`src/system_defines.svh`:
```
// System memory map and timing constants
`ifndef SYSTEM_DEFINES_SVH
`define SYSTEM_DEFINES_SVH

// RAM address bits, 12 gives a 4096-word block RAM
`define RAM_AW 12

// Number of words in the RAM
`define RAM_WORDS (1 << `RAM_AW)

// UART register pair, status first and data next
`define UART_BASE 16'hfe08

// Status register, read only
`define UART_STAT_ADDR `UART_BASE

// Data register
// Writes start a frame, reads return the last byte received
`define UART_DATA_ADDR (`UART_BASE + 16'h0001)

// Baud divisor in clocks per serial bit
// Kept small so simulated frames stay short
`define CLKS_PER_BIT 16

`endif

```
`src/bus_pkg.sv`:
```
// Processor bus types
package bus_pkg;

   // Data bus width in bits
   localparam int WORD_W = 16;

   // Word address width, 64K words
   localparam int ADDR_W = 16;

   // One bus data word
   typedef logic [WORD_W-1:0] word_t;

   // One word address
   // No byte lanes, every address is a whole word
   typedef logic [ADDR_W-1:0] addr_t;

endpackage

```
`src/uart_pkg.sv`:
```
// UART types and status bits
package uart_pkg;

   // Payload of one serial frame
   typedef logic [7:0] byte_t;

   // Transmit FSM
   typedef enum logic [1:0]
   {
      TX_IDLE,
      TX_START,
      TX_DATA,
      TX_STOP
   } tx_state_t;

   // Receive FSM
   typedef enum logic [1:0]
   {
      RX_IDLE,
      RX_START,
      RX_DATA,
      RX_STOP
   } rx_state_t;

   // Bit positions in the status word
   localparam int STAT_TX_BUSY = 0;
   localparam int STAT_RX_FULL = 1;

endpackage
```
`src/uart.sv`:
```
// Serial UART with status and data registers
`timescale 1ns/1ps
`include "system_defines.svh"

module uart
   import bus_pkg::*;
   import uart_pkg::*;
#(
   parameter int CLKS_PER_BIT = `CLKS_PER_BIT
)
(
   input  logic  clk,
   input  logic  reset_b,
   input  logic  cs,
   input  logic  we,
   input  logic  reg_sel,
   input  word_t din,
   output word_t dout,
   input  logic  rxd,
   output logic  txd
);

   // Baud counter width and wrap points
   localparam int CW = $clog2(CLKS_PER_BIT);
   localparam int HALF = CLKS_PER_BIT / 2;
   localparam logic [CW-1:0] BIT_LAST = CW'(CLKS_PER_BIT - 1);
   localparam logic [CW-1:0] MID_LAST = CW'(HALF - 1);

   // Bus side strobes
   logic      wr_data;
   logic      rd_data;
   logic      rd_any;

   // Transmitter
   tx_state_t tx_state;
   logic [CW-1:0] tx_cnt;
   logic [2:0] tx_bit;
   byte_t     tx_shift;
   logic      tx_tick;
   logic      tx_busy;

   // Receiver
   rx_state_t rx_state;
   logic [CW-1:0] rx_cnt;
   logic [2:0] rx_bit;
   byte_t     rx_shift;
   byte_t     rx_data;
   logic      rx_full;
   logic [2:0] rx_pipe;
   logic      rx_s;
   logic      rx_fall;

   word_t     status;

   assign wr_data = cs && we && reg_sel;
   assign rd_data = cs && !we && reg_sel;
   assign rd_any  = cs && !we;

   assign tx_tick = (tx_cnt == BIT_LAST);
   assign tx_busy = (tx_state != TX_IDLE);

   // Transmit FSM
   // Start bit low, 8 data bits LSB first, stop bit high
   always_ff @(posedge clk)
   begin
      if (!reset_b)
      begin
         tx_state <= TX_IDLE;
         tx_cnt   <= '0;
         tx_bit   <= '0;
         txd      <= 1'b1;
      end
      else
      begin
         // Baud counter runs only inside a frame
         if (tx_busy)
         begin
            tx_cnt <= tx_tick ? '0 : tx_cnt + 1'b1;
         end
         case (tx_state)
            TX_IDLE:
            begin
               // Writes while busy fall through and are dropped
               if (wr_data)
               begin
                  tx_shift <= din[7:0];
                  tx_cnt   <= '0;
                  txd      <= 1'b0;
                  tx_state <= TX_START;
               end
            end
            TX_START:
            begin
               if (tx_tick)
               begin
                  txd      <= tx_shift[0];
                  tx_shift <= tx_shift >> 1;
                  tx_bit   <= '0;
                  tx_state <= TX_DATA;
               end
            end
            TX_DATA:
            begin
               if (tx_tick)
               begin
                  if (tx_bit == 3'd7)
                  begin
                     txd      <= 1'b1;
                     tx_state <= TX_STOP;
                  end
                  else
                  begin
                     txd      <= tx_shift[0];
                     tx_shift <= tx_shift >> 1;
                     tx_bit   <= tx_bit + 1'b1;
                  end
               end
            end
            default:
            begin
               // Busy drops at the end of the stop bit
               if (tx_tick)
               begin
                  tx_state <= TX_IDLE;
               end
            end
         endcase
      end
   end

   // Two-flop synchronizer plus one for edge detect
   always_ff @(posedge clk)
   begin
      if (!reset_b)
      begin
         rx_pipe <= '1;
      end
      else
      begin
         rx_pipe <= {rx_pipe[1:0], rxd};
      end
   end

   assign rx_s    = rx_pipe[1];
   assign rx_fall = rx_pipe[2] && !rx_pipe[1];

   // Receive FSM, samples each bit at its middle
   always_ff @(posedge clk)
   begin
      if (!reset_b)
      begin
         rx_state <= RX_IDLE;
         rx_cnt   <= '0;
         rx_bit   <= '0;
         rx_full  <= 1'b0;
      end
      else
      begin
         // Reading data empties the buffer, a new frame wins below
         if (rd_data)
         begin
            rx_full <= 1'b0;
         end
         case (rx_state)
            RX_IDLE:
            begin
               if (rx_fall)
               begin
                  rx_cnt   <= '0;
                  rx_state <= RX_START;
               end
            end
            RX_START:
            begin
               if (rx_cnt == MID_LAST)
               begin
                  // Glitch check at mid start bit
                  rx_cnt   <= '0;
                  rx_bit   <= '0;
                  rx_state <= rx_s ? RX_IDLE : RX_DATA;
               end
               else
               begin
                  rx_cnt <= rx_cnt + 1'b1;
               end
            end
            RX_DATA:
            begin
               if (rx_cnt == BIT_LAST)
               begin
                  rx_cnt   <= '0;
                  rx_shift <= {rx_s, rx_shift[7:1]};
                  rx_bit   <= rx_bit + 1'b1;
                  if (rx_bit == 3'd7)
                  begin
                     rx_state <= RX_STOP;
                  end
               end
               else
               begin
                  rx_cnt <= rx_cnt + 1'b1;
               end
            end
            default:
            begin
               if (rx_cnt == BIT_LAST)
               begin
                  // Framing error drops the byte
                  if (rx_s)
                  begin
                     rx_data <= rx_shift;
                     rx_full <= 1'b1;
                  end
                  rx_state <= RX_IDLE;
               end
               else
               begin
                  rx_cnt <= rx_cnt + 1'b1;
               end
            end
         endcase
      end
   end

   always_comb
   begin
      status = '0;
      status[STAT_TX_BUSY] = tx_busy;
      status[STAT_RX_FULL] = rx_full;
   end

   // Register read, one cycle latency
   always_ff @(posedge clk)
   begin
      if (rd_any)
      begin
         dout <= reg_sel ? {8'h00, rx_data} : status;
      end
   end

   // Line idles high
   a_txd_idle: assert property (@(posedge clk) disable iff (!reset_b)
      (tx_state == TX_IDLE) |-> txd)
      else $error("uart: txd low while transmitter idle");

   // Write during a frame must not restart it
   a_no_restart: assert property (@(posedge clk) disable iff (!reset_b)
      (wr_data && tx_busy) |=> !(tx_state == TX_START && tx_cnt == '0))
      else $error("uart: data write accepted while busy");

endmodule

```
`config.mk`:
```
export PLATFORM = sky130hd
export DESIGN_NAME = uart
export DESIGN_NICKNAME = d
export VERILOG_FILES = /design/src/bus_pkg.sv /design/src/uart_pkg.sv /design/src/uart.sv
export VERILOG_INCLUDE_DIRS = /design/src
export SDC_FILE = /design/constraint.sdc
export NUM_CORES = 1
export LEC_CHECK = 0
export ABC_CLOCK_PERIOD_IN_PS = 2800
export BUFFER_PORTS_ARGS = -buffer_cell sky130_fd_sc_hd__buf_2
export CORE_MARGIN = 1
export CORE_UTILIZATION = 50
export CTS_CLUSTER_SIZE = 40
export DETAILED_ROUTE_END_ITERATION = 16
export PLACE_DENSITY = 0.73
export SLEW_MARGIN = 20
export SYNTH_ARGS = -nofsm -noshare
export SYNTH_HDL_FRONTEND = slang
export SYNTH_SLANG_ARGS = --single-unit
```
`constraint.sdc`:
```
create_clock -name clk -period 2.8 [get_ports clk]
set_clock_uncertainty 0.2 [all_clocks]
set_input_delay 0.56 -clock clk [delete_from_list [all_inputs] [get_ports clk]]
set_output_delay 0.56 -clock clk [all_outputs]
set_load 0.02 [all_outputs]
```
==> results.txt, run 1 <==
The flow ran to the end, and the final reports show no timing, DRC or antenna violations. Entering global routing, the biggest net connects 22 pins. Summed over all cells, the static leakage comes to 1.04 nW. Once the floorplan was initialized, standard cells occupied 52.8% of the core. The combined global-route utilization of all metal layers is approximately 15%. The required time at the endpoint of the critical path came out at 2.59 ns. The maximum fanout encountered on the critical timing path came out at 9. The buffer type at the clock tree root is clkbuf_8.

The length of the first detailed-routing pass in iterations is 4. The most used flip-flop cell after synthesis is edfxtp_1. The detailed router placed ~1.6k vias in this run. The worst hold slack across all endpoints came out at 0.221 ns. Yosys attributes the largest share of cell area to edfxtp_1, dfxtp_1, ha_1. The first-pass GRT wire length is 6140 µm. The die area is 5370 µm².

The number of top-level design ports came out at 39. The worst setup path is of the reg -> reg kind. The worst setup path is launched from a flop. The number of cells on the worst reg-to-reg path came out at 5. The total number of nets in the final design came out at 268. The DRC violations left is 0. The number of antenna diodes in the final layout is 0. The async set-or-reset flop fraction in the synthesized netlist is 0%. In this run the worst hold path is classified as in -> reg. The fill cell instance count of the final layout is ~420. The cell at the slowest stage of the critical path is and3_1. Setup violations remaining at the end of the flow were counted as 0. The final clock period utilization by the worst path came out at between 80% and 90%. The part of the Yosys area used for sequential elements is between 50% and 60%.

Once placement finished, the instance area stood at between 2000 and 3000 µm². The HPWL after detailed placement came out at 2530 µm. The number of synthesized flops with an enable pin came out at 32. The core footprint is 4820 µm². The depth of the CTS H-tree is 2. The area taken by multi-input logic gates came out at 1010 µm². The number of buffers on the longest clock path came out at 2. The total number of placement rows is 25. The total congestion overflow is 0. The fraction of post-synthesis cell area in the top cell type by area came out at 37.8%. For this run, the top clock speed supported by timing is 429 MHz.

The clock sink total came out at 55. The horizontal extent of the die came out at 73.3 µm. The highest ir drop seen on vdd is 314 µV. The number of I/O port buffers is 22. The unique cell type count in the Yosys netlist came out at 49. In this run, post-CTS hold repair placed 0 buffers. The critical path goes through inv_1 -> ha_1 -> or2_1 -> a221oi_1 -> and3_1. The final design instance area without fill is around 2700 µm².

The initial antenna violation count is 0. The post-synthesis instance area came out at 2540 µm². The area used by sequential logic in the layout is 1420 µm². The transition time at the pin with the least slew margin is 0.689 ns. The TritonCTS clock tree is yes. STA puts the critical path data arrival time at ~2.1 ns. The synthesized design spends more area on one cell type than any other, namely edfxtp_1. The power per unit of standard cell area came out at 631 nW/µm². Dividing the synthesized area by the synthesized cell count gives 11.9 µm². The share of cells above drive strength 1 is 20.8%. The post-CTS setup buffer count came out at 0. The headroom to the max-slew limit came out at 54.0%. The number of violations of the max-capacitance limit is 0.

The count of final hold-check violations came out at 0. The number of vias per cell after detailed routing is roughly 5.1. The setup TNS after final layout is 0 ns.

The per-cell routed wire length is 12.2 µm. The final total power came out at 1.73 mW. The final number of max-transition violations came out at 0. The smallest clock period supported by the final layout is computed as 2.33 ns. The number of global-route vias before repair is approximately 1.3k. The number of synthesized register bits is 55. At the later pin of the worst-skew pair, clock insertion delay measures 0.31 ns. The detailed-route wire length came out at 3710 µm. The initial detailed-routing violation count is 84. The area growth from synthesis to layout is 8.02%.

Setup repair after global routing left no endpoint under its margin. The worst hold path depth came out at 2. Once the clock tree was built, the resizer swapped 0 gates to a different size.

The remaining number of nets flagged by the antenna check after routing is 0. The congestion estimate from routability-driven global placement came to 0.815. The TritonCTS buffer count came out at 5. Yosys printed 0 warnings. The count of mapped cells out of synthesis is 214. In this run the vertical extent of the chip is 73.3 µm. Clock-pin slew was measured on the worst setup and hold paths at about 0.09 ns. STA classifies the critical path endpoint as a flop. The maximum single-stage delay on the critical path came out at 0.44 ns.
[worst max-delay path: cells and delay by family (launching register included)]
kind | cells | cell delay [ns]
adder cells (fa/ha/maj) | 1 | 0.29
flip-flops | 1 | 0.38
AO/OA/AOI/OAI | 1 | 0.34
buffers and inverters | 1 | 0.09
AND/OR/NAND/NOR | 2 | 0.72
[cells in the mapped netlist, types with 2 or more instances]
master     n
ha_1      11
o311a_1    2
mux2i_1    2
clkbuf_1   5
o21ai_0    6
a21oi_1    7
nor2_1     7
nand2b_1  10
nand4b_1   2
nand3b_1   2
buf_4      9
edfxtp_1  32
dfxtp_1   23
and2_1     7
a21boi_1   5
inv_1      6
o211ai_1   2
a22oi_1    3
a21boi_0   2
nor2b_1    8
xor2_1     2
and3_1     4
nand2_1   15
mux2_2     9
nand3_1    9
[metrics by stage]
step                util, %  setup WS, ns  std cells
finish                 57.0         0.468        303
global route           57.0         0.282        303
CTS                    57.0         0.450        303
detailed placement     55.2         0.465        295
global placement       55.2         0.486        295
floorplan                 -         0.694        221
[logic make-up after synthesis]
group                    Yosys count  synth area share (%)
XOR/XNOR                           2                 0.689
flip-flops                        55                  55.9
AO/OA/AOI/OAI                     37                  10.7
buffers and inverters             22                  5.31
other                              1                 0.147
multiplexers                      11                  4.77
adder cells (fa/ha/maj)           11                  5.41
AND/OR/NAND/NOR                   75                  17.0
[sequential cells by signal (all words and copies together), names as in the netlist]
name,flops
dout,8
rx_bit,3
rx_cnt,4
rx_data,8
rx_full,1
rx_pipe,3
rx_shift,8
rx_state,2
tx_bit,3
tx_cnt,4
tx_shift,8
tx_state,2
txd,1
[area by class of cell]
cell class,count,share of cell area [%]
clock buffer,6,2.64
clock inverter,2,0.592
inverter,6,0.820
multi-input combinational,144,36.9
sequential,55,51.8
tap,67,3.05
timing repair buffer,23,4.28
[worst paths after layout]
kind	slack (ns)	endpoint	start
max	0.47	tx_shift[1]$_DFFE_PP_	tx_state[0]$_SDFFE_PN0P_
min	0.22	rx_pipe[0]$_SDFF_PN1_	rxd
max reg2reg	0.47	tx_shift[1]$_DFFE_PP_	tx_state[0]$_SDFFE_PN0P_
min reg2reg	0.24	rx_data[0]$_DFFE_PP_	rx_shift[0]$_DFFE_PP_
[power breakdown]
part	total (mW)	internal, mW	switching [mW]
Combinational	0.329	0.147	0.182
Clock	0.435	0.180	0.255
Sequential	0.970	0.932	0.0375
[placed cells by master, fill, tap and decap left out, drive strengths merged, types with 8 or more instances in the layout]
cell and count:
edfxtp 32, nor2b 9, buf 23, ha 11, nand3 10, nor2 8, a21oi 8, nand2b 10
mux2 9, nand2 16, conb 8, dfxtp 23
[routing by layer]
metal | GRT usage [%] | part of all wire [%] | vias up
li1 | - | - | 794
met5 | 0 | 0 | -
met1 | 20.7 | 49 | 719
met2 | 22.2 | 44 | 36
met4 | 8.12 | 2.2 | 0
met3 | 5.35 | 4.3 | 9
Power figures use the tool's default switching activity.
==> run 2: changes to the inputs <==
Settings changed: ABC_CLOCK_PERIOD_IN_PS 2800 to 2390.
Clock period 2.8 ns to 2.39 ns, I/O delays scaled along.
==> run 2 against run 1 <==
  * First-iteration DRC count is 13% lower
  * Largest cell class unchanged
  * Non-clock buffer count increased by 3
  * Register-to-register slack got worse by 0.22 ns
  * Power grew 19%
  * Clock power rose by 22%
  * Critical endpoint is now tx_shift[3]$_DFFE_PP_
  * Highest routed layer unchanged
  * Worst hold slack lost 0.075 ns
  * Global-route usage increased by 0.19 points
  * Wire length shrank 1.6%
  * Core utilization rose by 0.65 points
==> results.txt, run 2 (synthesis results as in run 1) <==
Setup repair after global routing left no endpoint under its margin. The depth of the CTS H-tree came out at 2 (unchanged). In this design, the largest share of critical-path delay is due to simple AND/OR/NAND/NOR gates. The length of routed met2 wiring came out at 1560 µm (-5.3%).

The library cells used most frequently in the layout, excluding fill and tap cells, are edfxtp_1, dfxtp_1, buf_2. The final number of max-transition violations was 0 (unchanged). The per-cell routed wire length came to 11.9 µm (-2.6%). The cell total after placement is 298 (+1.0%). The data arrival time of the critical path is 1.95 ns (-0.17 ns). The HPWL after detailed placement came out at 2610 µm (+3.1%). The maximum single-stage delay on the critical path was 0.38 ns (-0.06 ns). The initial standard-cell utilization of the core was 52.8% (unchanged). The number of top-level design ports is 39 (unchanged).

The flow ran to the end, and the final reports show no timing, DRC or antenna violations. The final worst slack is 0.248 ns (-0.220 ns). The placed instance area is 2680 µm² (+0.85%). The number of I/O port buffers came out at 22 (unchanged).

The required time at the endpoint of the critical path came out at 2.20 ns (-0.39 ns). Leaving out fill and tap cells, the most frequent cell in the layout is edfxtp_1. The number of buffers on the longest clock path came to 2 (unchanged). The maximum number of pins on one net before global-route repair is 20 (-9.1%). The maximum fanout encountered on the critical timing path came to 8 (-1). The most critical setup path has its endpoint at tx_shift[3]$_DFFE_PP_. The clock sink total was 55 (unchanged). The first-pass GRT wire length is 6450 µm (+5.0%). The launching instance or port of the critical path is tx_state[0]$_SDFFE_PN0P_. The category of the critical setup timing path is reg -> reg. The area used by sequential logic in the layout was 1420 µm² (unchanged). The final clock period utilization by the worst path is 89.6% (+6.3 points). The met1 layer wirelength in the final routing came out at 1910 µm (+5.1%).

The share of cells above drive strength 1 is 22.6% (+1.8 points). The TritonCTS buffer count is 5 (unchanged). In this run the critical register-to-register path is launched from tx_state[0]$_SDFFE_PN0P_. The total leakage power is 1.06 nW (+1.9%).

The hold buffer count at CTS is 0 (unchanged). The min-delay analysis places its worst path in the category in -> reg. The highest ir drop seen on vdd came out at 433 µV (+38%).

The core footprint came to 4820 µm² (unchanged). The TritonCTS clock tree is yes. The final weighted congestion of routability-driven global placement is 0.790 (-3.1%).

The number of violations of the max-capacitance limit came out at 0 (unchanged). The number of vias per cell after detailed routing came out at 5.04 (-2.1%). The critical register-to-register path endpoint is tx_shift[3]$_DFFE_PP_. The area growth from synthesis to layout is 9.25%.

The horizontal extent of the die is 73.3 µm (unchanged). The combined global-route utilization of all metal layers came out at 15.7% (+0.19 points). The count of final hold-check violations came out at 0 (unchanged).

The post-CTS setup buffer count came out at 0 (unchanged). For this design, the slowest cell found on the critical path is and3_2. The die area is 5370 µm² (unchanged). The worst hold path begins at rxd.

The number of standard cells in the final layout excluding fillers is 306 (+0.99%). The nature of the critical path startpoint is a flop. The total number of cells along the worst setup path came to 5 (unchanged). The power per unit of standard cell area is 741 nW/µm² (+17%). The critical path goes through inv_1 -> ha_1 -> or2_1 -> a221oi_1 -> and3_2. The area taken by multi-input logic gates came out at 1010 µm² (+0.12%). The clock network latency to the later pin of the worst-skew pair came out at 0.31 ns (about the same). The total number of nets in the final design is 271 (+1.1%). The clock period minus worst slack is 2.14 ns (-0.190 ns). The maximum operating frequency came out at 467 MHz (+8.9%).

The initial detailed-routing violation count is 73 (-13%). The buffer type at the clock tree root is clkbuf_8. The total number of placement rows is 25 (unchanged). The final count of negative-setup-slack endpoints is 0 (unchanged). The fill cell instance count of the final layout came to 426 (+0.95%).

In this run the top signal layer used is met4. The detailed-route wire length came out at 3650 µm (-1.6%). The number of diodes was 0 (unchanged). The worst hold slack across all endpoints is 0.146 ns (-0.0748 ns). The number of vias in the routed layout came out at 1541 (-1.1%). The worst setup path is captured at a flop. The number of global-route vias before repair came out at 1448 (+8.1%). The initial antenna violation count came to 0 (unchanged). The wire length on met3 came out at 112 µm (-30%). The setup TNS after final layout is 0 ns (unchanged). The combined buffer and inverter count along the critical path is 1 (unchanged).

The worst-case setup slack after placement is 0.153 ns (-0.313 ns). The vertical die dimension came out at 73.3 µm (unchanged). The number of cells on the worst reg-to-reg path is 5 (unchanged).

The register-to-register setup slack is 0.25 ns (-0.22 ns). The remaining number of nets flagged by the antenna check after routing is 0 (unchanged). The DRC violations left came out at 0 (unchanged). The total congestion overflow is 0 (unchanged).

The clock-pin slew on the worst setup and hold paths is 0.10 ns (about the same). The length of the first detailed-routing pass in iterations is 4 (unchanged). The final design instance area without fill is 2780 µm² (+1.1%).
## run 2: changes by cell type in the layout (fill, tap and decap cells not counted), sizes merged
cell    delta
clkinv     +1
buf        +3
clkbuf     -1
## run 2: how the worst min path moves through the flow
stage / endpoint / slack, ns / cells past startpoint
finish: rx_pipe[0]$_SDFF_PN1_ / 0.15 / 2
global route: rx_pipe[0]$_SDFF_PN1_ / 0.14 / 2
CTS: rx_pipe[0]$_SDFF_PN1_ / 0.14 / 2
detailed placement: rx_pipe[1]$_SDFF_PN1_ / 0.20 / 1
global placement: rx_pipe[1]$_SDFF_PN1_ / 0.20 / 1
floorplan: rx_pipe[1]$_SDFF_PN1_ / 0.19 / 1
## run 2: repair_timing
action	4_1_cts	5_1_grt
hold endpoints to repair	0	0
resized for setup	0	1
endpoints found under the setup margin	0	8
## run 2: power breakdown
| group | switching, mW | total, mW | internal, mW |
|---|---|---|---|
| clock | 0.314 | 0.530 | 0.216 |
| sequential | 0.0430 | 1.13 | 1.09 |
| combinational | 0.216 | 0.394 | 0.178 |
| total | 0.573 | 2.06 | 1.49 |
## run 2: cell type report
type / instances / share of cell area (%)
clock buffers: 5 / 2.48
clock inverters: 3 / 0.991
inverters: 6 / 0.811
multi-input cells: 144 / 36.5
flip-flops and latches: 55 / 51.2
well taps: 67 / 3.02
repair buffers: 26 / 5.05
## run 2: per-layer routing
| layer | vias up | GRT usage (%) |
|---|---|---|
| li1 | 799 | - |
| met1 | 703 | 21.9 |
| met2 | 32 | 23.5 |
| met3 | 7 | 3.70 |
| met4 | 0 | 6.41 |
| met5 | - | 0 |
## run 2: through the flow
stage	total power, mW	utilization (%)
after floorplan	1.46	-
after global placement	1.54	55.6
after detailed placement	1.55	55.6
after CTS	2.08	57.6
after global routing	2.18	57.7
final	2.06	57.7
