## src/system_defines.svh

```systemverilog
// System memory map and timing constants
`ifndef SYSTEM_DEFINES_SVH
`define SYSTEM_DEFINES_SVH

// RAM address bits, 12 gives a 4096-word block RAM
`define RAM_AW 12

// Number of words in the RAM
`define RAM_WORDS (1 << `RAM_AW)

// UART register pair, status first and data next
`define UART_BASE 16'hfe08

// Status register, read only
`define UART_STAT_ADDR `UART_BASE

// Data register
// Writes start a frame, reads return the last byte received
`define UART_DATA_ADDR (`UART_BASE + 16'h0001)

// Baud divisor in clocks per serial bit
// Kept small so simulated frames stay short
`define CLKS_PER_BIT 16

`endif

```

## src/bus_pkg.sv

```systemverilog
// Processor bus types
package bus_pkg;

   // Data bus width in bits
   localparam int WORD_W = 16;

   // Word address width, 64K words
   localparam int ADDR_W = 16;

   // One bus data word
   typedef logic [WORD_W-1:0] word_t;

   // One word address
   // No byte lanes, every address is a whole word
   typedef logic [ADDR_W-1:0] addr_t;

endpackage

```

## src/bus_decoder.sv

```systemverilog
// Address decoder and read-data mux
`timescale 1ns/1ps
`include "system_defines.svh"

module bus_decoder
   import bus_pkg::*;
(
   input  logic  clk,
   input  logic  reset_b,
   input  addr_t address,
   input  logic  rnw,
   input  logic  vda,
   input  word_t ram_rdata,
   input  word_t uart_rdata,
   output logic  ram_cs,
   output logic  uart_cs,
   output logic  uart_reg,
   output word_t dout
);

   // Which target the previous cycle read from
   typedef enum logic [1:0]
   {
      SEL_NONE,
      SEL_RAM,
      SEL_UART
   } rd_sel_t;

   rd_sel_t rd_sel;
   logic    uart_hit;
   logic    ram_hit;

   // UART pair ignores address bit 0
   assign uart_hit = ({address[15:1], 1'b0} == `UART_BASE);

   // RAM aliased at bottom and top
   // Upper bits all 0 or all 1
   assign ram_hit = ~|address[15:`RAM_AW] || &address[15:`RAM_AW];

   // UART takes priority over the top RAM alias
   assign uart_cs  = vda && uart_hit;
   assign ram_cs   = vda && ram_hit && !uart_hit;
   assign uart_reg = address[0];

   // Remember the read target
   // Unmapped reads select none
   always_ff @(posedge clk)
   begin
      if (!reset_b)
      begin
         rd_sel <= SEL_NONE;
      end
      else if (vda && rnw)
      begin
         rd_sel <= uart_hit ? SEL_UART : (ram_hit ? SEL_RAM : SEL_NONE);
      end
      else
      begin
         rd_sel <= SEL_NONE;
      end
   end

   // Returned word
   always_comb
   begin
      case (rd_sel)
         SEL_RAM:  dout = ram_rdata;
         SEL_UART: dout = uart_rdata;
         default:  dout = '0;
      endcase
   end

   // Read with no target selected gives zero on the next cycle
   a_unmapped_zero: assert property (@(posedge clk) disable iff (!reset_b)
      (vda && rnw && !ram_cs && !uart_cs) |=> (dout == '0))
      else $error("bus_decoder: unmapped read returned nonzero data");

endmodule

```

## config.mk

```make
export PLATFORM = sky130hd
export DESIGN_NAME = bus_decoder
export DESIGN_NICKNAME = d
export VERILOG_FILES = /design/src/bus_pkg.sv /design/src/bus_decoder.sv
export VERILOG_INCLUDE_DIRS = /design/src
export SDC_FILE = /design/constraint.sdc
export NUM_CORES = 1
export LEC_CHECK = 0
export BUFFER_PORTS_ARGS = -buffer_cell sky130_fd_sc_hd__buf_4
export CAP_MARGIN = 20
export CORE_MARGIN = 2
export CORE_UTILIZATION = 24
export DETAILED_ROUTE_END_ITERATION = 8
export GPL_TIMING_DRIVEN = 0
export PLACE_DENSITY = 0.76
export SYNTH_ARGS = -nofsm -noshare
export SYNTH_HDL_FRONTEND = slang
export SYNTH_SLANG_ARGS = --single-unit
```

## constraint.sdc

```tcl
create_clock -name clk -period 1.15 [get_ports clk]
set_input_delay 0.0575 -clock clk [delete_from_list [all_inputs] [get_ports clk]]
set_output_delay 0.0575 -clock clk [all_outputs]
set_load 0.005 [all_outputs]
```

==> qor.csv, run 1 <==
stage;metric;value;unit
place;io_buffers;69;
logic_synthesis;synth_compound_area_share;29.4;%
place;routabilityCongestion;0.672;
logic_synthesis;ys_warn_count;0;
layout;antenna_cells;0;
sta;hold_viol_final;0;
critical_path;cp_cell_sequence;inv_2, ha_4, clkbuf_16, a22oi_2, nor2_1, buf_4;
global_route;grt_max_degree;7;
drt;vias;847;
clock_network;cts_max_path_buffers;2;
logic_synthesis;yosysUniqueCellTypes;17;
logic_synthesis;synthSimpleGateAreaFrac;45.6;%
drt;drt_wl_total;2630;um
floorplanning;die_h;45.3;um
sta;drv_slew;0;
sta;rsz0062_at_grt;true;
drt;viasPerCell;5.46;
power_and_ir_drop;power_frac_seq;16.2;%
sta;setup_viol;18;
sta;setup_ws;-0.259;ns
worst_hold_path;min_delay_worst_endpoint;rd_sel[1];
power_and_ir_drop;swShare;23.1;%
layout;fillers;83;
clock_network;ctsRootBufferMaster;clkbuf_4;
logic_synthesis;ys_ff_latch;2;
drt;drtIter0Drc;6;
logic_synthesis;synth-xor-area-share;0;%
power_and_ir_drop;switchingPower;0.0978;mW
floorplanning;core.rowCount;14;
worst_hold_path;hold_depth;3;
floorplanning;die_w;45.3;um
run_status;violations;negative setup slack;
drt;dr.pass1.iters;4;
logic_synthesis;synthAdderAreaFrac;6.12;%
power_and_ir_drop;power.total;0.423;mW
layout;largest_register;rd_sel;
clock_network;numCtsBuffers;3;
floorplanning;die_area;2050;sq um
critical_path;worstPathMaxFanout;5;
critical_path;startpoint_type;flip-flop;
layout;area_growth_syn_to_layout;217;%
power_and_ir_drop;leakagePower;0.561;nW
power_and_ir_drop;combPwrFrac;48.4;%
logic_synthesis;netlist.area_leader.share;29.4;%
global_route;grt_pass1_wl;3700;um
floorplanning;io_pins;71;
sta;tightestPinTransition;0.424;ns
critical_path;endpoint_kind;output pin;
logic_synthesis;synthesis.nets;113;
clock_network;cts.sink_count;2;
logic_synthesis;synth_seq_area_share;9.79;%
run_status;run_status;finished with violations;
critical_path;slowest_stage;dfxtp_2;
place;pre_cts_ws;-0.319;ns
logic_synthesis;post-synth-top-area-cell;a22oi_1;
worst_hold_path;hp-class;primary input to flip-flop;
drt;ant_nets;0;
critical_path;cp.required;1.09;ns
logic_synthesis;syn_inst;59;
sta;slew_headroom;71.5;%
power_and_ir_drop;power.internal;0.326;mW
global_route;overflow;0;
global_route;track_usage;25.6;%
critical_path;crit_family;flip-flops;
global_route;grt_pass1_vias;846;
logic_synthesis;synth.area.top_cells;a22oi_1, nor2_1, dfxtp_1;
critical_path;max_stage_delay;0.35;ns
clock_network;h-tree-depth;1;
layout;largest_reg_flops;2;
place;dp_hpwl;1620;um
logic_synthesis;synth_top_family_by_area;simple AND/OR/NAND/NOR gates;
logic_synthesis;synth_mux_area_share;0;%
power_and_ir_drop;clockPowerShare;35.4;%
sta;layout_min_cycle_time;1.41;ns
power_and_ir_drop;ir_worst_vdd;0.000369;V
critical_path;critical_path_class;flip-flop to output pin;
drt;drc;0;
layout;final_nets;195;
floorplanning;core;1560;sq um
layout;drive_gt1_share;84.2;%
drt;post_drt_wl_per_cell;16.9;um
global_route;antenna_found_initial;0;
logic_synthesis;syn-cell-area;409;sq um
critical_path;worstPathArrival;1.35;ns
power_and_ir_drop;power_density;327;nW/um^2
critical_path;crit_buf_inv;3;
flow_run;drv_cap;0;
layout;reg_top3;rd_sel (2);
logic_synthesis;syn_area_per_cell;6.93;sq um
floorplanning;start_util;26.2;%
sta;finalSetupTns;-3.53;ns
clock_network;cts.clk_slew.worst_paths;0.03;ns
clock_network;cts_tree;done;
sta;fmax;0.710;GHz
sta;post-route-period-util;123;%
worst_hold_path;min_from;address[5];
## cells in the final DEF (no fill, tap or decap), drive strengths merged, types with 2 or more instances in the layout
cell | synthesis | layout
buf | 1 | 80
nor4 | 2 | 2
a22oi | 16 | 16
nor3b | 2 | 2
and4 | 3 | 3
clkbuf | 6 | 7
nor2 | 17 | 17
dfxtp | 2 | 2
ha | 2 | 2
inv | 2 | 2
## layout make-up
| cell class | instances | area [sq um] | area share (%) |
|---|---|---|---|
| Multi-Input combinational cell | 48 | 472 | 36.4 |
| Clock buffer | 3 | 22.5 | 1.74 |
| Tap cell | 16 | 20.0 | 1.54 |
| Sequential cell | 2 | 45.0 | 3.47 |
| Timing Repair Buffer | 80 | 656 | 50.6 |
| Inverter | 2 | 10.0 | 0.772 |
| Buffer | 4 | 71.3 | 5.50 |
## worst max path at each step
stage | from | endpoint | slack (ns) | depth (start not counted)
3_5_place_dp | rd_sel[0] | dout[1] | -0.32 | 6
5_1_grt | rd_sel[1] | dout[9] | -0.30 | 6
2_1_floorplan | rd_sel[0] | dout[0] | 0.002 | 5
4_1_cts | rd_sel[1] | dout[1] | -0.20 | 6
3_3_place_gp | rd_sel[0] | dout[1] | -0.28 | 6
6_report | rd_sel[0] | dout[11] | -0.26 | 6
## repair_timing
| item | in CTS | in global routing |
|---|---|---|
| gates resized for setup | 41 | 11 |
| endpoints found under the setup margin | 18 | 18 |
| setup buffers | 5 | 3 |
| gates cloned | 3 | 0 |
| hold buffers | 0 | 0 |
| pin swaps | 11 | 17 |
## Yosys cell counts (all sizes together)
cell type / n
nand3b: 1
nor4: 2
a22oi: 16
and4b: 1
or4bb: 1
buf: 1
ha: 2
and3: 1
inv: 2
clkbuf: 6
nor4b: 1
and4: 3
nor2: 17
dfxtp: 2
or4: 1
nor3b: 2
## metrics by stage
stage	cell area [sq um]	instances	hold WS [ns]	util [%]
detailed placement	951	144	0.282	61.0
global placement	951	144	0.282	61.0
global route	1300	155	0.166	83.1
CTS	1240	152	0.170	79.5
floorplan	413	59	0.196	-
finish	1300	155	0.164	83.1
## power by group through the flow
| stage | Clock (mW) | Sequential, mW | Combinational [mW] |
|---|---|---|---|
| floorplan | 0 | 0.0714 | 0.0222 |
| global placement | 0 | 0.0714 | 0.160 |
| detailed placement | 0 | 0.0715 | 0.164 |
| CTS | 0.158 | 0.0708 | 0.191 |
| global route | 0.162 | 0.0685 | 0.218 |
| finish | 0.150 | 0.0686 | 0.205 |
## per-layer routing
layer / up-vias / part of all wire, % / routed length (um) / track usage (%)
met1: 391 / 31 / 817 / 21.3
met5: - / 0 / 0 / 0
met4: 0 / 2.7 / 71 / 12.9
met3: 8 / 13 / 350 / 8.80
li1: 386 / - / - / -
met2: 62 / 53 / 1390 / 51.4
## cells by family (layout without fill, tap and decap cells)
family / Yosys count / in the layout
AO/OA/AOI/OAI: 16 / 16
adder cells (fa/ha/maj): 2 / 2
buffers and inverters: 9 / 89
flip-flops: 2 / 2
AND/OR/NAND/NOR: 30 / 30
(Power assumes the default switching activity.)
==> run 2: changes to the inputs <==
--- a/config.mk
+++ b/config.mk
@@ -9,10 +9,10 @@
 export BUFFER_PORTS_ARGS = -buffer_cell sky130_fd_sc_hd__buf_4
 export CAP_MARGIN = 20
 export CORE_MARGIN = 2
-export CORE_UTILIZATION = 24
+export CORE_UTILIZATION = 26
 export DETAILED_ROUTE_END_ITERATION = 8
 export GPL_TIMING_DRIVEN = 0
-export PLACE_DENSITY = 0.76
+export PLACE_DENSITY = 0.78
 export SYNTH_ARGS = -nofsm -noshare
 export SYNTH_HDL_FRONTEND = slang
 export SYNTH_SLANG_ARGS = --single-unit
==> constraint.sdc (replaced) <==
create_clock -name clk -period 1.35 [get_ports clk]
set_input_delay 0.0675 -clock clk [delete_from_list [all_inputs] [get_ports clk]]
set_output_delay 0.0675 -clock clk [all_outputs]
set_load 0.005 [all_outputs]
==> qor.csv, run 2 (synthesis results as in run 1) <==
stage;metric;value;unit;change
run_status;run_status;finished with violations;;unchanged
run_status;violations;negative setup slack;;unchanged
floorplanning;die_h;43.7;um;was 45.3 um
clock_network;cts_tree;done;;unchanged
clock_network;cts.clk_slew.worst_paths;0.04;ns;was 0.03 ns
layout;final_cells;149;;was 155
layout;fillers;108;;was 83
drt;vias;773;;was 847
global_route;grt_pass1_wl;3240;um;was 3700 um
worst_hold_path;min_from;address[5];;unchanged
clock_network;ctsRootBufferMaster;clkbuf_4;;unchanged
clock_network;cts.sink_count;2;;unchanged
floorplanning;core.rowCount;14;;unchanged
sta;rsz0062_at_grt;true;;unchanged
critical_path;endpoint_kind;output pin;;unchanged
drt;dr.pass1.iters;4;;unchanged
layout;area_growth_syn_to_layout;188;%;was 217%
layout;multi_input_area;450;sq um;was 472 sq um
sta;setup_viol;12;;was 18
floorplanning;start_util;27.5;%;was 26.2%
critical_path;crit_end;dout[13];;was dout[11]
layout;regArea;42.5;sq um;was 45.0 sq um
drt;drtIter0Drc;6;;unchanged
floorplanning;die_area;1910;sq um;was 2050 sq um
critical_path;crit_family;flip-flops;;unchanged
sta;tightestPinTransition;0.386;ns;was 0.424 ns
critical_path;cp.required;1.28;ns;was 1.09 ns
critical_path;worstPathArrival;1.35;ns;about the same
sta;setup_ws;-0.0719;ns;was -0.259 ns
critical_path;worstPathMaxFanout;5;;unchanged
floorplanning;core;1490;sq um;was 1560 sq um
critical_path;startpoint_type;flip-flop;;unchanged
critical_path;slowest_stage;dfxtp_2;;unchanged
clock_network;h-tree-depth;1;;unchanged
global_route;overflow;0;;unchanged
flow_run;drv_cap;0;;unchanged
layout;largest_reg_flops;2;;unchanged
layout;reg_top3;rd_sel (2);;unchanged
sta;hold_slack;0.173;ns;was 0.164 ns
place;io_buffers;69;;unchanged
drt;viasPerCell;5.19;;was 5.46
critical_path;crit_buf_inv;3;;unchanged
critical_path;max_stage_delay;0.34;ns;was 0.35 ns
layout;layout_commonest_cell;buf_4;;unchanged
critical_path;startpoint;rd_sel[0];;unchanged
critical_path;cp.depth;6;;unchanged
global_route;track_usage;23.3;%;was 25.6%
layout;final_cell_mix;buf_4, nor2_1, a22oi_2;;was buf_4, a22oi_2, nor2_1
power_and_ir_drop;ir_worst_vdd;0.000241;V;was 0.000369 V
clock_network;numCtsBuffers;3;;unchanged
critical_path;cp_cell_sequence;inv_2, ha_4, buf_8, a22oi_2, nor2_1, buf_4;;was inv_2, ha_4, clkbuf_16, a22oi_2, nor2_1, buf_4
power_and_ir_drop;power_density;313;nW/um^2;was 327 nW/um^2
drt;post_drt_wl_per_cell;14.8;um;was 16.9 um
layout;fin_util;79.2;%;was 83.1%
clock_network;cts_max_path_buffers;2;;unchanged
power_and_ir_drop;leakagePower;0.512;nW;was 0.561 nW
global_route;grt_max_degree;11;;was 7
drt;drt_wl_total;2200;um;was 2630 um
place;dp_hpwl;1540;um;was 1620 um
global_route;grt_pass1_vias;768;;was 846
place;dp_cells;144;;unchanged
layout;drive_gt1_share;79.7;%;was 84.2%
layout;antenna_cells;0;;unchanged
worst_hold_path;hp-class;primary input to flip-flop;;unchanged
drt;drc;0;;unchanged
clock_network;hold_buffers;0;;unchanged
sta;hold_viol_final;0;;unchanged
place;pre_cts_ws;-0.225;ns;was -0.319 ns
drt;ant_nets;0;;unchanged
floorplanning;io_pins;71;;unchanged
sta;drv_slew;0;;unchanged
sta;slew_headroom;74.1;%;was 71.5%
sta;fmax;0.703;GHz;
layout;final_nets;189;;was 195
place;routabilityCongestion;0.692;;was 0.672
layout;largest_register;rd_sel;;unchanged
sta;layout_min_cycle_time;1.42;ns;
global_route;antenna_found_initial;0;;unchanged
sta;post-route-period-util;105;%;
floorplanning;die_w;43.7;um;was 45.3 um
critical_path;critical_path_class;flip-flop to output pin;;unchanged
==> run 2: layout make-up <==
| class | count | share of cell area, % |
|---|---|---|
| plain buffers | 4 | 5.30 |
| clock buffers | 3 | 1.91 |
| multi-input cells | 48 | 38.2 |
| flip-flops and latches | 2 | 3.61 |
| inverters | 2 | 0.636 |
| repair buffers | 74 | 48.7 |
| well taps | 16 | 1.70 |
==> run 2: timing repair <==
item / 4_1_cts / 5_1_grt
buffers inserted: 3 / 0
endpoints found under the setup margin: 18 / 15
cloned: 2 / 0
gates resized for setup: 37 / 4
pin swaps: 25 / 11
==> run 2: how the worst min path moves through the flow <==
| stage | endpoint | slack [ns] | cells past startpoint |
|---|---|---|---|
| 3_3_place_gp | uart_reg | 0.30 | 2 |
| 5_1_grt | rd_sel[1] | 0.19 | 3 |
| 6_report | rd_sel[1] | 0.17 | 3 |
| 4_1_cts | rd_sel[1] | 0.16 | 3 |
| 3_5_place_dp | uart_reg | 0.30 | 2 |
| 2_1_floorplan | uart_reg | 0.22 | 1 |
==> run 2: metrics by stage <==
stage | TNS [ns] | cell area, sq um | power [mW]
final | -0.245 | 1180 | 0.369
after global routing | -1.03 | 1180 | 0.386
after CTS | -0.119 | 1170 | 0.367
after detailed placement | -2.41 | 947 | 0.201
after global placement | -1.97 | 947 | 0.197
after floorplan | 0 | 409 | 0.0795
==> run 2: power breakdown <==
part           leakage (nW)  internal [mW]  switching [mW]  total (mW)
sequential           0.0171         0.0599        0.000370      0.0602
clock                0.0138         0.0992          0.0487       0.148
combinational         0.481          0.113          0.0483       0.161
==> run 2: routing by layer <==
metal / share of wire (%) / global-route usage [%] / vias to the layer above
met2: 52 / 42.6 / 60
li1: - / - / 372
met5: 0 / 0 / -
met3: 13 / 8.33 / 5
met1: 33 / 23.7 / 336
met4: 1.5 / 9.09 / 0
==> run 3: changes to the inputs <==
--- a/config.mk
+++ b/config.mk
@@ -9,10 +9,10 @@
 export BUFFER_PORTS_ARGS = -buffer_cell sky130_fd_sc_hd__buf_4
 export CAP_MARGIN = 20
 export CORE_MARGIN = 2
-export CORE_UTILIZATION = 26
+export CORE_UTILIZATION = 28
 export DETAILED_ROUTE_END_ITERATION = 8
 export GPL_TIMING_DRIVEN = 0
-export PLACE_DENSITY = 0.78
+export PLACE_DENSITY = 0.83
 export SYNTH_ARGS = -nofsm -noshare
 export SYNTH_HDL_FRONTEND = slang
 export SYNTH_SLANG_ARGS = --single-unit
==> constraint.sdc (replaced) <==
create_clock -name clk -period 1.7 [get_ports clk]
set_input_delay 0.085 -clock clk [delete_from_list [all_inputs] [get_ports clk]]
set_output_delay 0.085 -clock clk [all_outputs]
set_load 0.005 [all_outputs]
==> qor.csv, run 3 (synthesis results as in run 1) <==
stage;metric;value;unit;change
layout;final_nets;184;;was 189
drt;vias;709;;was 773
critical_path;cp.required;1.62;ns;was 1.28 ns
clock_network;cts.clk_slew.worst_paths;0.03;ns;was 0.04 ns
power_and_ir_drop;ir_worst_vdd;0.000316;V;was 0.000241 V
sta;drv_slew;0;;unchanged
layout;drive_gt1_share;62.5;%;was 79.7%
power_and_ir_drop;power_density;275;nW/um^2;was 313 nW/um^2
critical_path;worstPathMaxFanout;10;;was 5
run_status;run_status;complete, no violations;;was finished with violations
critical_path;max_stage_delay;0.32;ns;was 0.34 ns
place;routabilityCongestion;0.703;;was 0.692
sta;setup_ws;0.154;ns;was -0.0719 ns
critical_path;crit_family;buffers and inverters;;was flip-flops
drt;viasPerCell;4.96;;was 5.19
critical_path;crit_buf_inv;3;;unchanged
place;io_buffers;69;;unchanged
worst_hold_path;hp-class;primary input to flip-flop;;unchanged
layout;final_cell_mix;buf_4, nor2_1, a22oi_1;;was buf_4, nor2_1, a22oi_2
floorplanning;die_h;42.2;um;was 43.7 um
place;dp_hpwl;1530;um;was 1540 um
layout;largest_reg_flops;2;;unchanged
layout;antenna_cells;0;;unchanged
critical_path;critical_path_class;flip-flop to output pin;;unchanged
sta;layout_min_cycle_time;1.55;ns;
sta;finalSetupTns;0;ns;was -0.245 ns
clock_network;cts_tree;done;;unchanged
clock_network;ctsRootBufferMaster;clkbuf_4;;unchanged
place;place_area;946;sq um;was 947 sq um
sta;hold_viol_final;0;;unchanged
floorplanning;core.rowCount;13;;was 14
layout;largest_register;rd_sel;;unchanged
layout;reg_top3;rd_sel (2);;unchanged
power_and_ir_drop;power.total;0.266;mW;was 0.369 mW
clock_network;cts_max_path_buffers;2;;unchanged
place;pre_cts_ws;0.0968;ns;was -0.225 ns
drt;dr.pass1.iters;4;;unchanged
critical_path;endpoint_kind;output pin;;unchanged
floorplanning;core;1330;sq um;was 1490 sq um
drt;drt_wl_total;1850;um;was 2200 um
clock_network;numCtsBuffers;3;;unchanged
drt;post_drt_wl_per_cell;12.9;um;was 14.8 um
global_route;antenna_found_initial;0;;unchanged
clock_network;h-tree-depth;1;;unchanged
global_route;overflow;0;;unchanged
critical_path;slowest_stage;dfxtp_1;;was dfxtp_2
drt;drc;0;;unchanged
critical_path;startpoint_type;flip-flop;;unchanged
sta;fmax;0.647;GHz;
clock_network;cts.sink_count;2;;unchanged
global_route;grt_max_degree;11;;unchanged
layout;layout_commonest_cell;buf_4;;unchanged
floorplanning;die_w;42.2;um;was 43.7 um
floorplanning;die_area;1780;sq um;was 1910 sq um
layout;final_cell_area;966;sq um;was 1180 sq um
critical_path;worstPathArrival;1.46;ns;was 1.35 ns
sta;rsz0062_at_grt;false;;was true
global_route;track_usage;21.6;%;was 23.3%
global_route;grt_pass1_wl;2990;um;was 3240 um
floorplanning;io_pins;71;;unchanged
sta;post-route-period-util;91.0;%;
global_route;grt_pass1_vias;684;;was 768
layout;area_growth_syn_to_layout;136;%;was 188%
sta;slew_headroom;71.9;%;was 74.1%
drt;drtIter0Drc;11;;was 6
clock_network;post_cts_buffers;0;;was 3
flow_run;drv_cap;0;;unchanged
power_and_ir_drop;leakagePower;0.452;nW;was 0.512 nW
drt;ant_nets;0;;unchanged
floorplanning;start_util;30.7;%;was 27.5%
sta;tightestPinTransition;0.418;ns;was 0.386 ns
critical_path;cp_cell_sequence;inv_1, ha_1, buf_2, a22oi_1, nor2_1, buf_4;;was inv_2, ha_4, buf_8, a22oi_2, nor2_1, buf_4
sta;setup_viol;0;;was 12
clock_network;hold_buffers;0;;unchanged
-- run 3: cell types whose count changed in the layout (fill, tap and decap cells not counted), sizes merged --
cell / delta
buf: -6
clkbuf: +1
-- run 3: where the power goes --
part / switching, mW / total, mW / leakage, nW / internal [mW]
clock network: 0.0290 / 0.107 / 0.0138 / 0.0781
registers: 0.000136 / 0.0477 / 0.0161 / 0.0475
logic: 0.0273 / 0.111 / 0.423 / 0.0837
-- run 3: timing repair --
item                                   4_1_cts  5_1_grt
resized for setup                            3        5
endpoints found under the hold margin        0        0
setup endpoints to repair                   11       11
-- run 3: cell type report --
cell class                      count  area (sq um)
Sequential cell                     2          40.0
Multi-Input combinational cell     48           332
Buffer                              4          27.5
Inverter                            2          7.51
Fill cell                         117           368
Timing Repair Buffer               69           518
Tap cell                           15          18.8
Clock buffer                        3          22.5
-- run 3: routing by layer --
metal  routed length (um)  up-vias  share of wire [%]  global-route usage (%)
met5                    0        -                  0                       0
met4                   23        0                1.2                    8.75
met3                  176        2                9.5                    7.76
met2                  970       41                 52                    38.8
met1                  678      302                 37                    22.4
li1                     -      364                  -                       -
-- run 3: per-stage QoR --
step                      hold slack [ns]  instances  utilization (%)
after floorplan                     0.251         59                -
after global placement              0.336        143             70.9
after detailed placement            0.337        143             70.9
after CTS                           0.183        146             72.9
after global routing                0.189        143             72.4
final                               0.195        143             72.4
-- run 3: path summary, 6_finish.rpt --
| kind | from | to | slack (ns) | cells past startpoint |
|---|---|---|---|---|
| hold / removal | address[5] | rd_sel[1] | 0.20 | 3 |
| setup / recovery | rd_sel[0] | dout[2] | 0.15 | 6 |
-- run 3: tightest hold or removal path, cell delays in order --
cell and delay (ns):
buf_4 0.09, nor4b_2 0.04, and4_1 0.16
